--- config.mk ---
export PLATFORM = sky130hd
export DESIGN_NAME = fft_top
export DESIGN_NICKNAME = d
export VERILOG_FILES = /design/src/logic/fft_cfg_pkg.sv /design/src/logic/fft_data_pkg.sv /design/src/logic/fft_top.sv /design/src/logic/fft_cfg_regs.sv /design/src/logic/fft_core.sv /design/src/logic/fft_stage.sv /design/src/logic/fft_twiddle_rom.sv
export VERILOG_INCLUDE_DIRS = /design/src /design/src/include
export SDC_FILE = /design/constraint.sdc
export NUM_CORES = 2
export LEC_CHECK = 0
export BUFFER_PORTS_ARGS = -buffer_cell sky130_fd_sc_hd__buf_2
export CELL_PAD_IN_SITES_DETAIL_PLACEMENT = 0
export CELL_PAD_IN_SITES_GLOBAL_PLACEMENT = 1
export CORE_MARGIN = 2
export CORE_UTILIZATION = 55
export CTS_CLUSTER_SIZE = 40
export DETAILED_ROUTE_END_ITERATION = 7
export PLACE_DENSITY_LB_ADDON = 0.2
export SLEW_MARGIN = 10
export SYNTH_ARGS = -nofsm -noshare
export SYNTH_HDL_FRONTEND = slang
export SYNTH_SLANG_ARGS = --single-unit
--- constraint.sdc ---
create_clock -name clk -period 40 [get_ports clk]
set_input_delay 6 -clock clk [delete_from_list [all_inputs] [get_ports clk]]
set_output_delay 6 -clock clk [all_outputs]
set_load 0.1 [all_outputs]
--- src/include/fft_consts.svh ---
`ifndef FFT_CONSTS_SVH
`define FFT_CONSTS_SVH

////////////////////
// transform size
////////////////////

`define FFT_N 8 // points per frame.
`define FFT_LOG2N 3 // one butterfly stage per bit of the point index.

////////////////////
// number formats
////////////////////

`define FFT_W 16 // two's complement sample width.
`define FFT_FRAC 8 // fraction bits of a sample.
`define FFT_TW_FRAC 14 // fraction bits of a twiddle, so 1.0 is 16384.

`endif
--- src/logic/fft_cfg_pkg.sv ---
`include "fft_consts.svh"

package fft_cfg_pkg;

  ////////////////////
  // register map
  ////////////////////

  typedef enum logic [1:0] {
    CFG_CTRL  = 2'd0, // bit 0 selects the inverse transform.
    CFG_SCALE = 2'd1, // one halving bit per stage.
    CFG_COUNT = 2'd2 // completed frames, read only.
  } cfg_addr_e;

  ////////////////////
  // settings seen by the core
  ////////////////////

  typedef struct packed {
    logic                  inverse;
    logic [`FFT_LOG2N-1:0] scale; // bit s halves the outputs of stage s.
  } fft_cfg_t;

endpackage

--- src/logic/fft_data_pkg.sv ---
`include "fft_consts.svh"

package fft_data_pkg;

  ////////////////////
  // scalar and complex samples
  ////////////////////

  typedef logic signed [`FFT_W-1:0] sample_t; // fixed point, FFT_FRAC fraction bits.

  typedef struct packed {
    sample_t re;
    sample_t im;
  } cplx_t;

  ////////////////////
  // whole frames
  ////////////////////

  typedef sample_t [`FFT_N-1:0] real_frame_t; // element 0 is the first sample in time.

  typedef cplx_t [`FFT_N-1:0] cplx_frame_t; // element k is frequency bin k at the output.

  ////////////////////
  // twiddle factors
  ////////////////////

  // both terms use FFT_TW_FRAC fraction bits.
  typedef struct packed {
    sample_t cos_v;
    sample_t sin_v; // already carries the sign of the transform direction.
  } twiddle_t;

endpackage

--- src/logic/fft_top.sv ---
`include "fft_consts.svh"

module fft_top (
  input  logic                      clk,
  input  logic                      rst_n,

  input  fft_data_pkg::real_frame_t in_frame,
  input  logic                      in_val,
  output logic                      in_rdy,

  output fft_data_pkg::cplx_frame_t out_frame,
  output logic                      out_val,
  input  logic                      out_rdy,

  input  logic                      cfg_we,
  input  fft_cfg_pkg::cfg_addr_e    cfg_addr,
  input  logic [7:0]                cfg_wdata,
  output logic [15:0]               cfg_rdata
);

  fft_cfg_pkg::fft_cfg_t cfg;
  logic                  done;

  fft_cfg_regs cfg_regs_i (
    .clk      (clk),
    .rst_n    (rst_n),
    .cfg_we   (cfg_we),
    .cfg_addr (cfg_addr),
    .cfg_wdata(cfg_wdata),
    .cfg_rdata(cfg_rdata),
    .done     (done),
    .cfg      (cfg)
  );

  fft_core core_i (
    .clk      (clk),
    .rst_n    (rst_n),
    .in_frame (in_frame),
    .in_val   (in_val),
    .in_rdy   (in_rdy),
    .out_frame(out_frame),
    .out_val  (out_val),
    .out_rdy  (out_rdy),
    .cfg      (cfg),
    .done     (done)
  );

endmodule

--- src/logic/fft_cfg_regs.sv ---
`include "fft_consts.svh"

module fft_cfg_regs (
  input  logic                     clk,
  input  logic                     rst_n,

  input  logic                     cfg_we,
  input  fft_cfg_pkg::cfg_addr_e   cfg_addr,
  input  logic [7:0]               cfg_wdata,
  output logic [15:0]              cfg_rdata,

  input  logic                     done,
  output fft_cfg_pkg::fft_cfg_t    cfg
);

  fft_cfg_pkg::fft_cfg_t cfg_q;
  logic [15:0]           count_q;

  ////////////////////
  // writable settings
  ////////////////////

  always_ff @(posedge clk or negedge rst_n) begin
    if (!rst_n) begin
      cfg_q.inverse <= 1'b0;
      cfg_q.scale <= '1; // all stages halve, so no input can overflow.
    end else if (cfg_we) begin
      case (cfg_addr)
        fft_cfg_pkg::CFG_CTRL:  cfg_q.inverse <= cfg_wdata[0];
        fft_cfg_pkg::CFG_SCALE: cfg_q.scale <= cfg_wdata[`FFT_LOG2N-1:0];
        default: ; // the count is read only.
      endcase
    end
  end

  ////////////////////
  // frame counter
  ////////////////////

  always_ff @(posedge clk or negedge rst_n) begin
    if (!rst_n) begin
      count_q <= '0;
    end else if (done) begin
      count_q <= count_q + 16'd1; // wraps at 2^16.
    end
  end

  always_comb begin
    case (cfg_addr)
      fft_cfg_pkg::CFG_CTRL:  cfg_rdata = {15'd0, cfg_q.inverse};
      fft_cfg_pkg::CFG_SCALE: cfg_rdata = 16'(cfg_q.scale);
      fft_cfg_pkg::CFG_COUNT: cfg_rdata = count_q;
      default:                cfg_rdata = '0;
    endcase
  end

  assign cfg = cfg_q;

  addr_known_on_write: assert property (
    @(posedge clk) disable iff (!rst_n)
    cfg_we |-> !$isunknown(cfg_addr)
  );

endmodule

--- src/logic/fft_core.sv ---
`include "fft_consts.svh"

module fft_core (
  input  logic                      clk,
  input  logic                      rst_n,

  input  fft_data_pkg::real_frame_t in_frame,
  input  logic                      in_val,
  output logic                      in_rdy,

  output fft_data_pkg::cplx_frame_t out_frame,
  output logic                      out_val,
  input  logic                      out_rdy,

  input  fft_cfg_pkg::fft_cfg_t     cfg,
  output logic                      done
);

  fft_data_pkg::cplx_frame_t               frames[`FFT_LOG2N+1]; // index s feeds stage s.
  logic                                    vals  [`FFT_LOG2N+1];
  logic                                    rdys  [`FFT_LOG2N+1];
  fft_data_pkg::cplx_frame_t               rev_frame;
  fft_data_pkg::twiddle_t [`FFT_N/2-1:0] tw;

  function automatic int bit_rev(int v);
    int r;
    r = 0;
    for (int b = 0; b < `FFT_LOG2N; b++) begin
      r = (r << 1) | ((v >> b) & 1);
    end
    return r;
  endfunction

  ////////////////////
  // input reordering
  ////////////////////

  always_comb begin
    for (int i = 0; i < `FFT_N; i++) begin
      rev_frame[i].re = in_frame[bit_rev(i)];
      rev_frame[i].im = '0; // real input only.
    end
  end

  assign frames[0] = rev_frame;
  assign vals[0] = in_val;
  assign in_rdy = rdys[0];

  fft_twiddle_rom twiddle_rom_i (
    .inverse(cfg.inverse),
    .tw     (tw)
  );

  ////////////////////
  // stage chain
  ////////////////////

  for (genvar s = 0; s < `FFT_LOG2N; s++) begin : g_stage
    fft_stage #(
      .STAGE(s)
    ) stage_i (
      .clk       (clk),
      .rst_n     (rst_n),
      .recv_frame(frames[s]),
      .recv_val  (vals[s]),
      .recv_rdy  (rdys[s]),
      .send_frame(frames[s+1]),
      .send_val  (vals[s+1]),
      .send_rdy  (rdys[s+1]),
      .tw        (tw),
      .scale     (cfg.scale[s])
    );
  end

  assign out_frame = frames[`FFT_LOG2N];
  assign out_val = vals[`FFT_LOG2N];
  assign rdys[`FFT_LOG2N] = out_rdy;
  assign done = out_val && out_rdy; // one pulse per frame handed out.

endmodule

--- src/logic/fft_stage.sv ---
`include "fft_consts.svh"

module fft_stage #(
  parameter int STAGE = 0
) (
  input  logic                                    clk,
  input  logic                                    rst_n,

  input  fft_data_pkg::cplx_frame_t               recv_frame,
  input  logic                                    recv_val,
  output logic                                    recv_rdy,

  output fft_data_pkg::cplx_frame_t               send_frame,
  output logic                                    send_val,
  input  logic                                    send_rdy,

  input  fft_data_pkg::twiddle_t [`FFT_N/2-1:0] tw,
  input  logic                                    scale
);

  localparam int SPAN = 1 << STAGE; // distance between the two legs of a butterfly.
  localparam int GROUP = 2 * SPAN;
  localparam int TW_STEP = `FFT_N / GROUP; // twiddle stride inside one group.
  localparam int PW = 2 * `FFT_W + 1; // holds a full product plus the carry of the sum.

  typedef logic signed [PW-1:0] wide_t;

  fft_data_pkg::cplx_frame_t bfly_frame;
  fft_data_pkg::cplx_frame_t frame_q;
  logic                      val_q;

  // optional halving, then truncation back to the sample width.
  function automatic fft_data_pkg::sample_t narrow(wide_t v, logic half);
    wide_t s;
    s = half ? (v >>> 1) : v;
    return s[`FFT_W-1:0];
  endfunction

  ////////////////////
  // butterflies
  ////////////////////

  always_comb begin
    int    top;
    int    bot;
    int    k;
    wide_t xr;
    wide_t xi;
    wide_t pr;
    wide_t pi;
    bfly_frame = '0;
    for (int b = 0; b < `FFT_N / 2; b++) begin
      top = (b / SPAN) * GROUP + (b % SPAN);
      bot = top + SPAN;
      k = (b % SPAN) * TW_STEP;
      xr = wide_t'(recv_frame[top].re);
      xi = wide_t'(recv_frame[top].im);
      pr = (wide_t'(recv_frame[bot].re) * wide_t'(tw[k].cos_v)
          - wide_t'(recv_frame[bot].im) * wide_t'(tw[k].sin_v)) >>> `FFT_TW_FRAC;
      pi = (wide_t'(recv_frame[bot].re) * wide_t'(tw[k].sin_v)
          + wide_t'(recv_frame[bot].im) * wide_t'(tw[k].cos_v)) >>> `FFT_TW_FRAC;
      bfly_frame[top].re = narrow(xr + pr, scale);
      bfly_frame[top].im = narrow(xi + pi, scale);
      bfly_frame[bot].re = narrow(xr - pr, scale);
      bfly_frame[bot].im = narrow(xi - pi, scale);
    end
  end

  ////////////////////
  // one-frame pipeline register
  ////////////////////

  assign recv_rdy = !val_q || send_rdy; // empty, or the held frame leaves this cycle.

  always_ff @(posedge clk or negedge rst_n) begin
    if (!rst_n) begin
      val_q <= 1'b0;
    end else if (recv_rdy) begin
      val_q <= recv_val;
    end
  end

  always_ff @(posedge clk) begin
    if (recv_val && recv_rdy) begin
      frame_q <= bfly_frame;
    end
  end

  assign send_frame = frame_q;
  assign send_val = val_q;

  // a stalled frame must wait in place until the next stage takes it.
  stall_holds_frame: assert property (
    @(posedge clk) disable iff (!rst_n)
    send_val && !send_rdy |=> send_val && $stable(send_frame)
  );

endmodule

--- src/logic/fft_twiddle_rom.sv ---
`include "fft_consts.svh"

module fft_twiddle_rom (
  input  logic                                    inverse,
  output fft_data_pkg::twiddle_t [`FFT_N/2-1:0] tw
);

  localparam real PI = 3.14159265358979323846;

  // forward twiddles, w_k = cos(2 pi k / N) - j sin(2 pi k / N).
  function automatic fft_data_pkg::twiddle_t [`FFT_N/2-1:0] build_table();
    fft_data_pkg::twiddle_t [`FFT_N/2-1:0] t;
    real                                    ang;
    real                                    one;
    one = 2.0 ** `FFT_TW_FRAC;
    for (int k = 0; k < `FFT_N / 2; k++) begin
      ang = 2.0 * PI * k / `FFT_N;
      t[k].cos_v = fft_data_pkg::sample_t'(int'($cos(ang) * one)); // rounded to nearest.
      t[k].sin_v = fft_data_pkg::sample_t'(int'(-$sin(ang) * one));
    end
    return t;
  endfunction

  localparam fft_data_pkg::twiddle_t [`FFT_N/2-1:0] TW_FWD = build_table();

  ////////////////////
  // direction select
  ////////////////////

  always_comb begin
    for (int k = 0; k < `FFT_N / 2; k++) begin
      tw[k].cos_v = TW_FWD[k].cos_v;
      tw[k].sin_v = inverse ? -TW_FWD[k].sin_v : TW_FWD[k].sin_v; // conjugate for the ifft.
    end
  end

endmodule

# Yosys cells after proc, flatten, opt, wreduce, memory -nomap -nowiden
# Index checks and enable logic that the tools add are counted.
# word_totals
register_bits,519
word_cells,126
# classes
n_reduce_logical,13
n_mux,34
multipliers,10
addsub,30
n_eq_ne,2
# ops
op,n
2-to-1 mux 16 bit,30
multiplier 16 x 16 -> 31 bit,6
multiplier 16 x 15 -> 31 bit (second input constant),4
adder 16 x 16 -> 17 bit,7
subtractor 16 x 16 -> 17 bit,7
adder 16 x 17 -> 17 bit,4
subtractor 16 x 17 -> 17 bit,4
adder 31 bit,2
subtractor 31 bit,2
subtractor 1 x 17 -> 17 bit (first input constant),3
case mux 16 bit (3 select lines),1
2-to-1 mux 15 bit,3
adder 16 x 1 -> 16 bit (second input constant),1
logical AND 1 bit,4
AND reduction 2 bit,2
zero test 1 bit,3
logical OR 1 bit,3
equality test 2 x 1 -> 1 bit (second input constant),1
equality test 2 bit (second input constant),1
zero test 2 bit,1

# Logic depth before layout (Yosys ltp)
# depth
ltp_word,5
depth_mapped,54

# Hierarchy
# From an unflattened synthesis, not the netlist that was laid out.
# hier_totals
cells_unflattened,56047
hier_area_um2,527842.5
# modules_own_cells
module,area_per_inst_um2,n_inst,cells_per_inst
fft_stage at core_i.g_stage[0].stage_i,175879.9,1,18719
fft_stage at core_i.g_stage[1].stage_i,175316.9,1,18632
fft_stage at core_i.g_stage[2].stage_i,174680.0,1,18477
fft_cfg_regs,991.0,1,87
fft_twiddle_rom,964.7,1,130
fft_core,10.0,1,2

# Worst setup path before layout
# No wires, ideal clock.
# synth_path
kind,input port to output port
startpoint,input port cfg_addr[1]
endpoint,output port cfg_rdata[0]
slack_ns,25.782
stages,2
path_buffers,0
arrival_time_ns,8.218
cell_sequence,mux2i_1 > o21ai_0
# synth_between
elab_chain_cells,2
word_cells_on_any_way,4
classes_between,2 x eq/ne; 1 x mux; 1 x reduce/logical
# synth_lines
item,line_no,rtl
"start, declared",fft_top.sv:16,"input fft_cfg_pkg::cfg_addr_e cfg_addr,"
equality test 2 bit (tied with other cells),fft_cfg_regs.sv:49,case (cfg_addr)
case mux 16 bit (3 select lines) *,fft_cfg_regs.sv:49,
"end, declared",fft_top.sv:18,output logic [15:0] cfg_rdata
# Every way passes the cells marked *; elsewhere a longest branch is shown, timed or not.

==> reports/qor.yml <==
outcome: "finished clean"
dp_cells: 11060
syn-cell-area_um2: 87820
endpoint_kind: "flop"
min_path_type: "flop to flop"
r2r_slack_ns: 26.20
drive_gt1_frac: 0.08038
relSlewSlack: 0.2660
worst_pin_slew_ns: 1.087
ant_nets: 0
avgSynthCellArea_um2: 9.779
wire_per_inst_um: 20.37
postCtsHoldBufs: 0
row_count: 146
cp-start-kind: "flop"
yosys.area.top_type_share: 0.2430
cap_violations: 0
grt_usage: 0.2804
worstHoldStart: "cfg_regs_i.count_q[15]$_DFFE_PN0P_"
die-height_um: 403.6
arrival_ns: 14.16
post-route-period-util: 0.3449
setup.worst_path.start: "cfg_regs_i.cfg[3]$_DFFE_PN0P_"
clk_path_buf_depth: 3
synth.distinct_cells: 95
cts_tree: "built"
async_reset_ff_frac: 0.04432
crit_slowest_cell: "xnor2_1"
viasPerCell: 5.410
critPathBufInv: 7
port_buffers: 379
numCtsBuffers: 57
stdcell_count: 11170
slew_violations: 0
gp_routability_congestion: 0.9397
die_x_um: 403.6
slowest_delay_ns: 0.72
fin_skew_ns: 0.02832
cts.repair.resized: 0
ys_seq_area_frac: 0.1762
multi_input_area_um2: 62480
htree_levels: 2
cp.depth: 45
io_pins: 417
cts_setup_buffers: 0
hold_viol: 0
ys_warn_count: 0
firstDrtPassIters: 5
path_max_fanout: 24
clkLatencyLatePin_ns: 0.67
path_clk_slew_ns: 0.06
fmax_mhz: 72.48
register_area_um2: 15490
antenna_found_initial: 16
crit_family: "adder cells"
grt_max_degree: 169
critPathCapture: "core_i.g_stage[2].stage_i.send_frame[239]$_DFFE_PP_"
synth_top_area_cell: "fa_1"
finalCoreUtilization: 0.5818
place_hpwl_um: 194600
worstReg2RegStart: "cfg_regs_i.cfg[3]$_DFFE_PN0P_"
area_delta_synth_final_pct: 5.049
syn-instance-count: 8980
first_global_vias: 61810
fillers: 13930
synth-seq-cells: 519
die_area_um2: 162900
worstReg2RegEnd: "core_i.g_stage[2].stage_i.send_frame[239]$_DFFE_PP_"
vias: 60420
totalWireLength_um: 227500
setup_viol_count_final: 0
cpMostUsedCell: "fa_1"
nets: 11740
grt_pass1_wl_um: 352500
timing.hold.ws_ns: 0.4798
grt_overflow_total: 0
cp.required_ns: 40.36
synth_edf_count: 496
drc: 0
path_class: "flop to flop"
cts_sinks: 519
rsz0062_at_grt: "false"
rr_worst_depth: 45
synth_flop_cell: "edfxtp_1"
floorplan.initialDensity: 0.5538
synth.top_cells.by_area: "fa_1, ha_1, edfxtp_1, inv_1, xnor2_1"
core_area_um2: 158600
setup_tns_ns: 0
min_period_ns: 13.80
drt-initial-drc-count: 3625
clock-root-buffer: "clkbuf_16"
## cell type report
cell class / instances / area share
clock inverter: 42 / 0.005520
multi-input combinational: 6087 / 0.6773
clock buffer: 64 / 0.01598
tap: 2072 / 0.02810
sequential: 519 / 0.1679
antenna: 2 / 0.00005425
timing repair buffer: 450 / 0.02647
inverter: 1932 / 0.07868
## synth_stat cells (all sizes together), types with 22 or more instances
cell    count
o21bai     90
a21oi     349
mux2i     187
o21ai     200
fa       1066
and3       57
nand2b     77
a211oi     36
a21o       56
a31oi      40
or3        32
nand3      88
nor3      112
o21a       35
xor2      134
ha       1485
nor2      411
nand4      23
or2        24
o211ai     23
mux2      127
nand2     553
buf       294
clkbuf    188
inv      1927
and2       28
xnor2     441
o41ai      22
nor2b      71
nor3b      23
edfxtp    496
## through the flow
stage | cell area (um^2) | setup WS (ns)
2_1_floorplan | 87970 | 25.78
4_1_cts | 92250 | 26.27
6_report | 92250 | 26.20
3_5_place_dp | 90260 | 26.33
3_3_place_gp | 90260 | 26.41
5_1_grt | 92250 | 25.60
## cells by family (layout without fill, tap and decap cells)
group,count (synthesis),after routing,synth area share
AOI/OAI and AO/OA,1056,1056,0.07853
xor gates and xnor gates,577,577,0.05795
adders and majority gates,2551,2551,0.4546
buffers and inverters,2414,2488,0.1141
DFF,519,519,0.1762
muxes,314,314,0.03764
other,1,43,0.00004270
and+or+nand+nor,1548,1548,0.08091
## sequential cells by signal, indices dropped and copies added, names as in the netlist
register and flops:
core_i.g_stage.stage_i.send_frame 496, cfg_regs_i.cfg 4, cfg_regs_i.count_q 16, core_i.g_stage.stage_i.send_val 3
## worst min path at each step
stage          cells past startpoint                                                   to
2_1_floorplan                      0  core_i.g_stage[1].stage_i.send_frame[191]$_DFFE_PP_
3_3_place_gp                       1                   cfg_regs_i.count_q[15]$_DFFE_PN0P_
3_5_place_dp                       1                   cfg_regs_i.count_q[15]$_DFFE_PN0P_
4_1_cts                            1                   cfg_regs_i.count_q[15]$_DFFE_PN0P_
5_1_grt                            1                   cfg_regs_i.count_q[15]$_DFFE_PN0P_
6_report                           1                   cfg_regs_i.count_q[15]$_DFFE_PN0P_
## cells in the final DEF (no fill, tap or decap), drive strengths merged, types with 56 or more instances in the layout
cell type | Yosys | layout
a21o | 56 | 56
a21oi | 349 | 349
and3 | 57 | 57
buf | 294 | 450
clkbuf | 188 | 64
edfxtp | 496 | 496
fa | 1066 | 1066
ha | 1485 | 1485
inv | 1927 | 1936
mux2 | 127 | 127
mux2i | 187 | 187
nand2 | 553 | 553
nand2b | 77 | 77
nand3 | 88 | 88
nor2 | 411 | 411
nor2b | 71 | 71
nor3 | 112 | 112
o21ai | 200 | 200
o21bai | 90 | 90
xnor2 | 441 | 441
xor2 | 134 | 134
## worst reg2reg max path: cells and delay by family, from the launching register on
family                   cells  cell delay [ns]
AO/OA/AOI/OAI               13             2.82
adder cells (fa/ha/maj)     13             6.00
XOR/XNOR                     3             1.38
multiplexers                 1             0.14
flip-flops                   1             0.50
buffers and inverters        7             0.89
AND/OR/NAND/NOR              8             1.75
## per-layer routing
metal,track usage,vias to the layer above,share of wire
met5,0,-,0
met4,0.07417,0,0.030
met3,0.02825,223,0.049
met2,0.4614,1372,0.47
met1,0.3966,29980,0.46
li1,-,28850,-
Power is not shown: default switching activity piles up to over one toggle a cycle in this logic, so the estimate is an artifact.
